File: src/rtl/mem_pkg.sv
package mem_pkg;

  // basic widths
  typedef logic [31:0] xlen_t;      // data / address word
  typedef logic [4:0]  reg_idx_t;   // rd index
  typedef logic [3:0]  byte_mask_t; // one bit per byte lane
  typedef logic [3:0]  size_t;      // one-hot: [0] byte, [1] half, [2] word

  localparam int unsigned TRAP_LEN = 8;
  typedef logic [TRAP_LEN-1:0] trap_bus_t; // forwarded untouched

  // load/store op code from ex/mem
  typedef enum logic [3:0] {
    MEMOP_NONE = 4'd0,
    MEMOP_LB   = 4'd1,
    MEMOP_LBU  = 4'd2,
    MEMOP_LH   = 4'd3,
    MEMOP_LHU  = 4'd4,
    MEMOP_LW   = 4'd5,
    MEMOP_SB   = 4'd6,
    MEMOP_SH   = 4'd7,
    MEMOP_SW   = 4'd8
  } memop_e;

  typedef enum logic [1:0] {
    BUS_IDLE = 2'd0,
    BUS_WAIT = 2'd1, // timer running
    BUS_DONE = 2'd2  // ready pulse
  } bus_state_e;

  localparam int unsigned MEM_LATENCY = 2;                        // wait cycles, >= 1
  localparam int unsigned LAT_W       = $clog2(MEM_LATENCY + 1); // timer width
  localparam int unsigned RAM_WORDS   = 256;
  localparam int unsigned RAM_AW      = 8;                        // word index bits
  localparam xlen_t       PC_RESET_ADDR = 32'h8000_0000;          // idle address

endpackage
File: src/rtl/mem_bus_if.sv
interface mem_bus_if;

  mem_pkg::xlen_t      addr;       // byte address
  logic                addr_valid; // request pending
  logic                write;      // store when high
  mem_pkg::byte_mask_t mask;       // active lanes
  mem_pkg::size_t      size;       // one-hot access size
  mem_pkg::xlen_t      wdata;      // lane aligned store data
  mem_pkg::xlen_t      rdata;      // raw ram word
  logic                data_ready; // one-cycle completion pulse

  // pipeline side
  modport stage (
    output addr, addr_valid, write, mask, size, wdata,
    input  rdata, data_ready
  );

  // controller + ram side, each drives only its own outputs
  modport mem (
    input  addr, addr_valid, write, mask, size, wdata,
    output rdata, data_ready
  );

endinterface

File: src/rtl/mem_stage.sv
module mem_stage (
  // from ex/mem
  input  mem_pkg::xlen_t    inst_addr_i,
  input  mem_pkg::xlen_t    inst_data_i,
  input  mem_pkg::reg_idx_t rd_idx_i,
  input  mem_pkg::xlen_t    rs2_data_i,  // store source
  input  mem_pkg::memop_e   mem_op_i,
  input  mem_pkg::xlen_t    alu_data_i,  // address or plain result
  input  mem_pkg::trap_bus_t trap_bus_i,
  // to mem/wb
  output mem_pkg::xlen_t    inst_addr_o,
  output mem_pkg::xlen_t    inst_data_o,
  output mem_pkg::reg_idx_t rd_idx_o,
  output mem_pkg::xlen_t    mem_data_o,
  output mem_pkg::trap_bus_t trap_bus_o,
  output logic              stall_o,     // hold upstream while pending
  mem_bus_if.stage          bus
);

  logic op_none;
  logic is_load;
  logic is_store;
  logic ls_signed;
  mem_pkg::size_t     ls_size;
  mem_pkg::byte_mask_t base_mask;
  mem_pkg::byte_mask_t wmask;
  logic [1:0]         addr_off;   // byte offset inside the word
  mem_pkg::xlen_t     st_narrow;  // rs2 cut to access size
  mem_pkg::xlen_t     rdata_sel;
  mem_pkg::xlen_t     rdata_sh;
  mem_pkg::xlen_t     ld_ext;

  // straight through
  assign inst_addr_o = inst_addr_i;
  assign inst_data_o = inst_data_i;
  assign rd_idx_o    = rd_idx_i;
  assign trap_bus_o  = trap_bus_i;

  // op decode
  assign op_none  = (mem_op_i == mem_pkg::MEMOP_NONE);
  assign is_load  = (mem_op_i == mem_pkg::MEMOP_LB) | (mem_op_i == mem_pkg::MEMOP_LBU)
                  | (mem_op_i == mem_pkg::MEMOP_LH) | (mem_op_i == mem_pkg::MEMOP_LHU)
                  | (mem_op_i == mem_pkg::MEMOP_LW);
  assign is_store = (mem_op_i == mem_pkg::MEMOP_SB) | (mem_op_i == mem_pkg::MEMOP_SH)
                  | (mem_op_i == mem_pkg::MEMOP_SW);
  assign ls_signed = (mem_op_i == mem_pkg::MEMOP_LB) | (mem_op_i == mem_pkg::MEMOP_LH)
                   | (mem_op_i == mem_pkg::MEMOP_LW);

  assign ls_size[0] = (mem_op_i == mem_pkg::MEMOP_LB) | (mem_op_i == mem_pkg::MEMOP_LBU)
                    | (mem_op_i == mem_pkg::MEMOP_SB);
  assign ls_size[1] = (mem_op_i == mem_pkg::MEMOP_LH) | (mem_op_i == mem_pkg::MEMOP_LHU)
                    | (mem_op_i == mem_pkg::MEMOP_SH);
  assign ls_size[2] = (mem_op_i == mem_pkg::MEMOP_LW) | (mem_op_i == mem_pkg::MEMOP_SW);
  assign ls_size[3] = 1'b0; // no doubleword on rv32

  // lane masks
  assign base_mask = ({4{ls_size[0]}} & 4'b0001)
                   | ({4{ls_size[1]}} & 4'b0011)
                   | ({4{ls_size[2]}} & 4'b1111);
  assign addr_off  = alu_data_i[1:0];
  assign wmask     = base_mask << addr_off; // misaligned spill is dropped

  // request side
  assign bus.addr       = op_none ? mem_pkg::PC_RESET_ADDR : alu_data_i;
  assign bus.addr_valid = (is_load | is_store) & ~bus.data_ready; // level req
  assign bus.write      = is_store; // held through the ready cycle for the ram strobe
  assign bus.mask       = is_store ? wmask : base_mask;
  assign bus.size       = ls_size;
  assign bus.wdata      = st_narrow << {addr_off, 3'b000};

  assign stall_o = bus.addr_valid;

  lsu_ext u_ext_store (
    .ext_data_i  (rs2_data_i),
    .ls_signed_i (1'b0),        // zero fill, upper lanes masked anyway
    .ls_size_i   (ls_size),
    .ext_data_o  (st_narrow)
  );

  // load path: bring the addressed lane down to bit 0
  assign rdata_sel = bus.data_ready ? bus.rdata : '0;
  assign rdata_sh  = rdata_sel >> {addr_off, 3'b000};

  lsu_ext u_ext_load (
    .ext_data_i  (rdata_sh),
    .ls_signed_i (ls_signed),
    .ls_size_i   (ls_size),
    .ext_data_o  (ld_ext)
  );

  always_comb begin
    if (is_load) begin
      mem_data_o = ld_ext;
    end else if (op_none) begin
      mem_data_o = alu_data_i; // non memory op, alu result
    end else begin
      mem_data_o = '0;         // stores write nothing back
    end
  end

endmodule

File: src/rtl/lsu_ext.sv
module lsu_ext (
  input  mem_pkg::xlen_t ext_data_i,  // value sitting at bit 0
  input  logic           ls_signed_i, // 1: sign extend, 0: zero fill
  input  mem_pkg::size_t ls_size_i,   // one-hot byte/half/word
  output mem_pkg::xlen_t ext_data_o
);

  logic byte_sign; // msb of the low byte
  logic half_sign; // msb of the low half

  assign byte_sign = ls_signed_i & ext_data_i[7];
  assign half_sign = ls_signed_i & ext_data_i[15];

  always_comb begin
    if (ls_size_i[0]) begin
      ext_data_o = {{24{byte_sign}}, ext_data_i[7:0]};
    end else if (ls_size_i[1]) begin
      ext_data_o = {{16{half_sign}}, ext_data_i[15:0]};
    end else begin
      // word or no access, nothing to fill
      ext_data_o = ext_data_i;
    end
  end

endmodule

File: src/flat_wrapper.sv
// flat-port wrapper written by rule: the top's interface ports become plain ports
module mem_stage_flat 
  (inst_addr_i, inst_data_i, rd_idx_i, rs2_data_i, mem_op_i, alu_data_i, trap_bus_i, inst_addr_o, inst_data_o, rd_idx_o, mem_data_o, trap_bus_o, stall_o, bus_addr, bus_addr_valid, bus_write, bus_mask, bus_size, bus_wdata, bus_rdata, bus_data_ready);
  mem_bus_if bus_i ();
  input  mem_pkg::xlen_t inst_addr_i;
  input  mem_pkg::xlen_t inst_data_i;
  input  mem_pkg::reg_idx_t rd_idx_i;
  input  mem_pkg::xlen_t rs2_data_i;
  input  mem_pkg::memop_e mem_op_i;
  input  mem_pkg::xlen_t alu_data_i;
  input  mem_pkg::trap_bus_t trap_bus_i;
  output mem_pkg::xlen_t inst_addr_o;
  output mem_pkg::xlen_t inst_data_o;
  output mem_pkg::reg_idx_t rd_idx_o;
  output mem_pkg::xlen_t mem_data_o;
  output mem_pkg::trap_bus_t trap_bus_o;
  output logic stall_o;
  output wire logic [$bits(bus_i.addr)-1:0] bus_addr;
  output wire logic [$bits(bus_i.addr_valid)-1:0] bus_addr_valid;
  output wire logic [$bits(bus_i.write)-1:0] bus_write;
  output wire logic [$bits(bus_i.mask)-1:0] bus_mask;
  output wire logic [$bits(bus_i.size)-1:0] bus_size;
  output wire logic [$bits(bus_i.wdata)-1:0] bus_wdata;
  input wire logic [$bits(bus_i.rdata)-1:0] bus_rdata;
  input wire logic [$bits(bus_i.data_ready)-1:0] bus_data_ready;
  assign bus_addr = bus_i.addr;
  assign bus_addr_valid = bus_i.addr_valid;
  assign bus_write = bus_i.write;
  assign bus_mask = bus_i.mask;
  assign bus_size = bus_i.size;
  assign bus_wdata = bus_i.wdata;
  assign bus_i.rdata = bus_rdata;
  assign bus_i.data_ready = bus_data_ready;
  mem_stage u_core (.inst_addr_i(inst_addr_i), .inst_data_i(inst_data_i), .rd_idx_i(rd_idx_i), .rs2_data_i(rs2_data_i), .mem_op_i(mem_op_i), .alu_data_i(alu_data_i), .trap_bus_i(trap_bus_i), .inst_addr_o(inst_addr_o), .inst_data_o(inst_data_o), .rd_idx_o(rd_idx_o), .mem_data_o(mem_data_o), .trap_bus_o(trap_bus_o), .stall_o(stall_o), .bus(bus_i));
endmodule
File: config.mk
export PLATFORM = sky130hd
export DESIGN_NAME = mem_stage_flat
export DESIGN_NICKNAME = d
export VERILOG_FILES = /design/src/rtl/mem_pkg.sv /design/src/rtl/mem_bus_if.sv /design/src/rtl/mem_stage.sv /design/src/rtl/lsu_ext.sv /design/src/flat_wrapper.sv
export SDC_FILE = /design/constraint.sdc
export NUM_CORES = 1
export LEC_CHECK = 0
export BUFFER_PORTS_ARGS = -buffer_cell sky130_fd_sc_hd__clkbuf_2
export CORE_AREA = 5 5 136 138
export DETAILED_ROUTE_END_ITERATION = 12
export DIE_AREA = 0 0 141 143
export SKIP_LAST_GASP = 1
export SLEW_MARGIN = 20
export SYNTH_ARGS = -nofsm -noshare
export SYNTH_HDL_FRONTEND = slang
export SYNTH_SLANG_ARGS = --single-unit
File: constraint.sdc
create_clock -name vclk -period 3.7
set_clock_uncertainty 0.15 [all_clocks]
set_input_delay 0.74 -clock vclk [all_inputs]
set_output_delay 0.74 -clock vclk [all_outputs]
set_load 0.01 [all_outputs]
---- Word-level counts from Yosys, hierarchy flattened ----
Index checks and enable logic that the tools add are counted.
word-level totals
  input port bits ......................... 178
  logic and storage cells ................. 40
  output and inout port bits .............. 184
  register bits after elaboration ......... 0
cells by class
  shift-type cells ........................ 3
  reduce and logical (&&, ||, !) cells .... 1
  mux-type cells .......................... 9
  bitwise logic cells ..................... 19
  equal/unequal tests ..................... 8
operators with widths
  operator                                                         number
  32-bit two-way mux                                               8
  32-bit by 5-bit left shift with 32-bit output                    1
  32-bit by 5-bit right shift with 32-bit output                   1
  4-bit by 3-bit == test with 1-bit output, second input constant  4
  1-bit bitwise OR                                                 13
  4-bit by 2-bit == test with 1-bit output, second input constant  2
  4-bit by 1-bit == test with 1-bit output, second input constant  1
  4-bit == test, second input constant                             1
  4-bit zero test                                                  1
  4-bit two-way mux                                                1
  4-bit bitwise OR                                                 1
  4-bit by 2-bit left shift with 4-bit output                      1
  1-bit AND                                                        3
  1-bit by 2-bit bitwise OR with 2-bit output                      1
  1-bit NOT                                                        1

---- Longest topological paths before layout ----
  word-level depth ........................ 7
  mapped depth ............................ 7
  gate-level depth less buffers ........... 4

---- By module ----
From an unflattened synthesis, not the netlist that was laid out.
second synthesis, totals
  cells, all modules ...................... 499
  area total of the unflattened synthesis .. 3,462.1 µm²
modules (own cells, without submodules)
  module     area an instance (µm²)  sequential area each (µm²)  cells an instance  instances
  mem_stage  2,551.2                 0.0                         369                1
  lsu_ext    455.4                   0.0                         65                 2

---- Worst setup path after synthesis ----
Ideal clock, no wire load.
  kind .................................... in2out
  start ................................... in mem_op_i[1]
  end ..................................... out stall_o
  arrival time ............................ 1.970 ns
  required time ........................... 2.810 ns
  path buffers ............................ 4
  stages on the path ...................... 7
  setup slack ............................. 0.840 ns
  cells stage by stage .................... buf_4 or3_1 nor2_1 buf_4 buf_4 nor3_1 buf_4
on the way
  longest elaborated chain between the ends .. 7
  elaborated cells between the ends (all ways) .. 16
  those cells by class .................... 8 x eq/ne; 8 x bitwise
RTL lines
  what                                                                                                  line                text
  start, declared                                                                                       flat_wrapper.sv:9   input mem_pkg::memop_e mem_op_i;
  4-bit by 1-bit == test with 1-bit output or 4-bit by 2-bit == test with 1-bit output (tied branches)  mem_stage.sv:41     assign is_load = (mem_op_i == mem_pkg::MEMOP_LB) | (mem_op_i == mem_pkg::MEMOP_LBU)
  1-bit bitwise OR                                                                                      mem_stage.sv:41
  1-bit bitwise OR (2 in a row)                                                                         mem_stage.sv:42     | (mem_op_i == mem_pkg::MEMOP_LH) | (mem_op_i == mem_pkg::MEMOP_LHU)
  1-bit bitwise OR                                                                                      mem_stage.sv:43     | (mem_op_i == mem_pkg::MEMOP_LW);
  1-bit bitwise OR (*)                                                                                  mem_stage.sv:65     assign bus.addr_valid = (is_load | is_store) & ~bus.data_ready;
  1-bit AND (*)                                                                                         mem_stage.sv:65
  end, declared                                                                                         flat_wrapper.sv:17  output logic stall_o;
Mark *: on every way between the ends. The rest lies on a longest branch, timed or not.

---- Worst setup path after layout ----
  start ................................... in mem_op_i[1]
  end ..................................... out mem_data_o[26]
on the way
  longest elaborated chain between the ends .. 7
  elaborated cells between the ends (all ways) .. 23
  those cells by class .................... 7 x eq/ne; 4 x mux; 11 x bitwise; 1 x reduce/logical
RTL lines
  what                                                                                                  line                text
  4-bit by 1-bit == test with 1-bit output or 4-bit by 2-bit == test with 1-bit output (tied branches)  -
  1-bit bitwise OR                                                                                      mem_stage.sv:46     assign ls_signed = (mem_op_i == mem_pkg::MEMOP_LB) | (mem_op_i == mem_pkg::MEMOP_LH)
  1-bit bitwise OR                                                                                      mem_stage.sv:47     | (mem_op_i == mem_pkg::MEMOP_LW);
  1-bit AND                                                                                             lsu_ext.sv:12       assign half_sign = ls_signed_i & ext_data_i[15];
  32-bit two-way mux                                                                                    lsu_ext.sv:17       end else if (ls_size_i[1]) begin
  32-bit two-way mux                                                                                    lsu_ext.sv:15       if (ls_size_i[0]) begin
  32-bit two-way mux (*)                                                                                mem_stage.sv:92     if (is_load) begin
  end, declared                                                                                         flat_wrapper.sv:15  output mem_pkg::xlen_t mem_data_o;
Marked as above.

==> reports/qor.yml <==
hold_buffers: 0
post_cts_resized: 0
crit_required_ns: 2.81
hold_viol: 0
synthCells: 376
path_class: "in2out"
die_area_um2: 20200
p_int_mw: 0.171
switchingPower_mw: 0.236
yosysWarningCount: 0
finalPower_mw: 0.406
dp.cells: 713
port-buffer-count: 207
yosysMostFrequentCell: "buf_4"
drcViolationCount: 0
pwr-share-comb_pct: 100.0
max_slew_margin_pct: 62.4
dp_hpwl_mm: 12.4
p_per_area_nw_per_um2: 125
diodes: 0
clkPwrFrac_pct: 0
final_nets: 668
worstPathArrival_ns: 2.58
synth-seq-area-share_pct: 0
drt-total-wl_mm: 14.5
drtAntennaViolNets: 0
p_seq_share_pct: 0
wl_per_cell_um: 20.3
grt_pass1_wl_mm: 20.4
vdd_ir_drop_max_v: 0.0000349
final_cells: 713
synth_top_area_share_pct: 25.6
grt_pass1_vias: 3288
dr.pass1.iters: 4
drv_slew: 0
power.static_leakage_nw: 1.70
post-cts-setup-buffers: 0
gp_congestion: 0.797
holdWs_ns: 1.33
grt_max_degree: 64
seq_cells: 0
max_freq_ghz: 0.288
final.setup.tns_ns: 0
worst_pin_slew_ns: 0.564
syn-num-nets: 554
cp-end-kind: "output port"
synth_cell_types: 43
maxCapViolations: 0
nFillCells: 1967
switching_share_pct: 58.0
gr-total-overflow: 0
ys_top_cells_by_count: "buf_4, nor2b_1, nand2_1"
hold_class: "in2out"
setup_viol: 0
core-area_um2: 17100
synth_top_area_cell: "buf_4"
synthTopCellsByArea: "buf_4, mux2i_1, nor2b_1, a221o_1, nand2_1"
track_usage_pct: 13.2
placementRows: 48
netlist_area_um2: 2580
drt_iter0_drc: 126
final_layout_size_suffix_gt1_share_pct: 48.4
critPathMaxFanout: 19
die_h_um: 143
fp.dieW_um: 141
final_core_util_pct: 19.0
rsz0062_at_grt: "no"
start_kind: "input port"
dr_total_vias: 3260
status: "completed"
period_needed_ns: 3.47
via_per_inst: 4.57
avgSynthCellArea_um2: 6.86
antenna_found_initial: 0
finalCritPeriodShare_pct: 93.7
initial_core_util_pct: 15.1
pin_count: 362
syn2layout_area_growth_pct: 25.5
ff_latch_area_um2: 0
clockBufferCount: 0
-- critical path, stage by stage --
cell and delay [ns]:
clkbuf_2 0.32, nand2_1 0.16, or4b_4 0.55, o22ai_4 0.43, a221o_1 0.21, clkbuf_2 0.14
-- layout make-up --
cell class / count / area (µm²) / share of cell area [%]
Multi-Input combinational cell: 263 / 1790 / 55.1
Timing Repair Buffer: 222 / 1160 / 35.8
Tap cell: 225 / 282 / 8.69
Inverter: 3 / 11.3 / 0.347
-- logic make-up (layout without fill, tap and decap cells) --
family / Yosys count / after routing / synth area share [%]
simple gates: 141 / 141 / 29.7
buf+inv: 113 / 225 / 31.2
compound gates: 89 / 89 / 26.6
mux: 32 / 32 / 12.5
other cells: 1 / 1 / 0.145
-- per-stage QoR --
| step | cell area [µm²] | setup WS [ns] |
|---|---|---|
| floorplan | 2580 | 0.840 |
| global route | 3240 | 0.122 |
| CTS | 3240 | 0.245 |
| finish | 3240 | 0.232 |
| global placement | 3240 | 0.316 |
| detailed placement | 3240 | 0.251 |
-- layout by cell type, fill, tap and decap left out, types with 2 or more instances in the layout --
cell / instances
buf_4: 14
a221o_1: 16
nand2b_1: 9
a22oi_1: 16
nor2b_1: 47
mux2i_1: 31
o2bb2ai_1: 6
nor2_2: 3
o32ai_1: 2
nand2_1: 39
a32oi_1: 8
and2_1: 8
clkbuf_2: 207
o22ai_1: 9
nor3_1: 4
a21oi_1: 11
nand3b_1: 2
nor2_1: 19
inv_1: 2
o21ai_0: 11
nor4b_2: 2
o21ai_1: 2
-- power by group through the flow --
stage | clock network, mW | registers, mW | logic, mW
after floorplan | 0 | 0 | 0.299
after CTS | 0 | 0 | 0.415
after global routing | 0 | 0 | 0.446
after detailed placement | 0 | 0 | 0.414
final | 0 | 0 | 0.406
after global placement | 0 | 0 | 0.413
-- path summary, 6_finish.rpt --
check | slack (ns) | startpoint | cells past startpoint | endpoint
hold / removal | 1.33 | inst_data_i[30] | 0 | inst_data_o[30]
setup / recovery | 0.23 | mem_op_i[1] | 6 | mem_data_o[26]
-- metal layers --
layer	vias to the layer above	share of wire [%]	global-route usage, %
met2	231	51	25.1
met4	0	5.4	5.66
met3	69	11	3.38
met1	1484	33	13.8
met5	-	0	0
li1	1476	-	-
(Power assumes the default switching activity.)
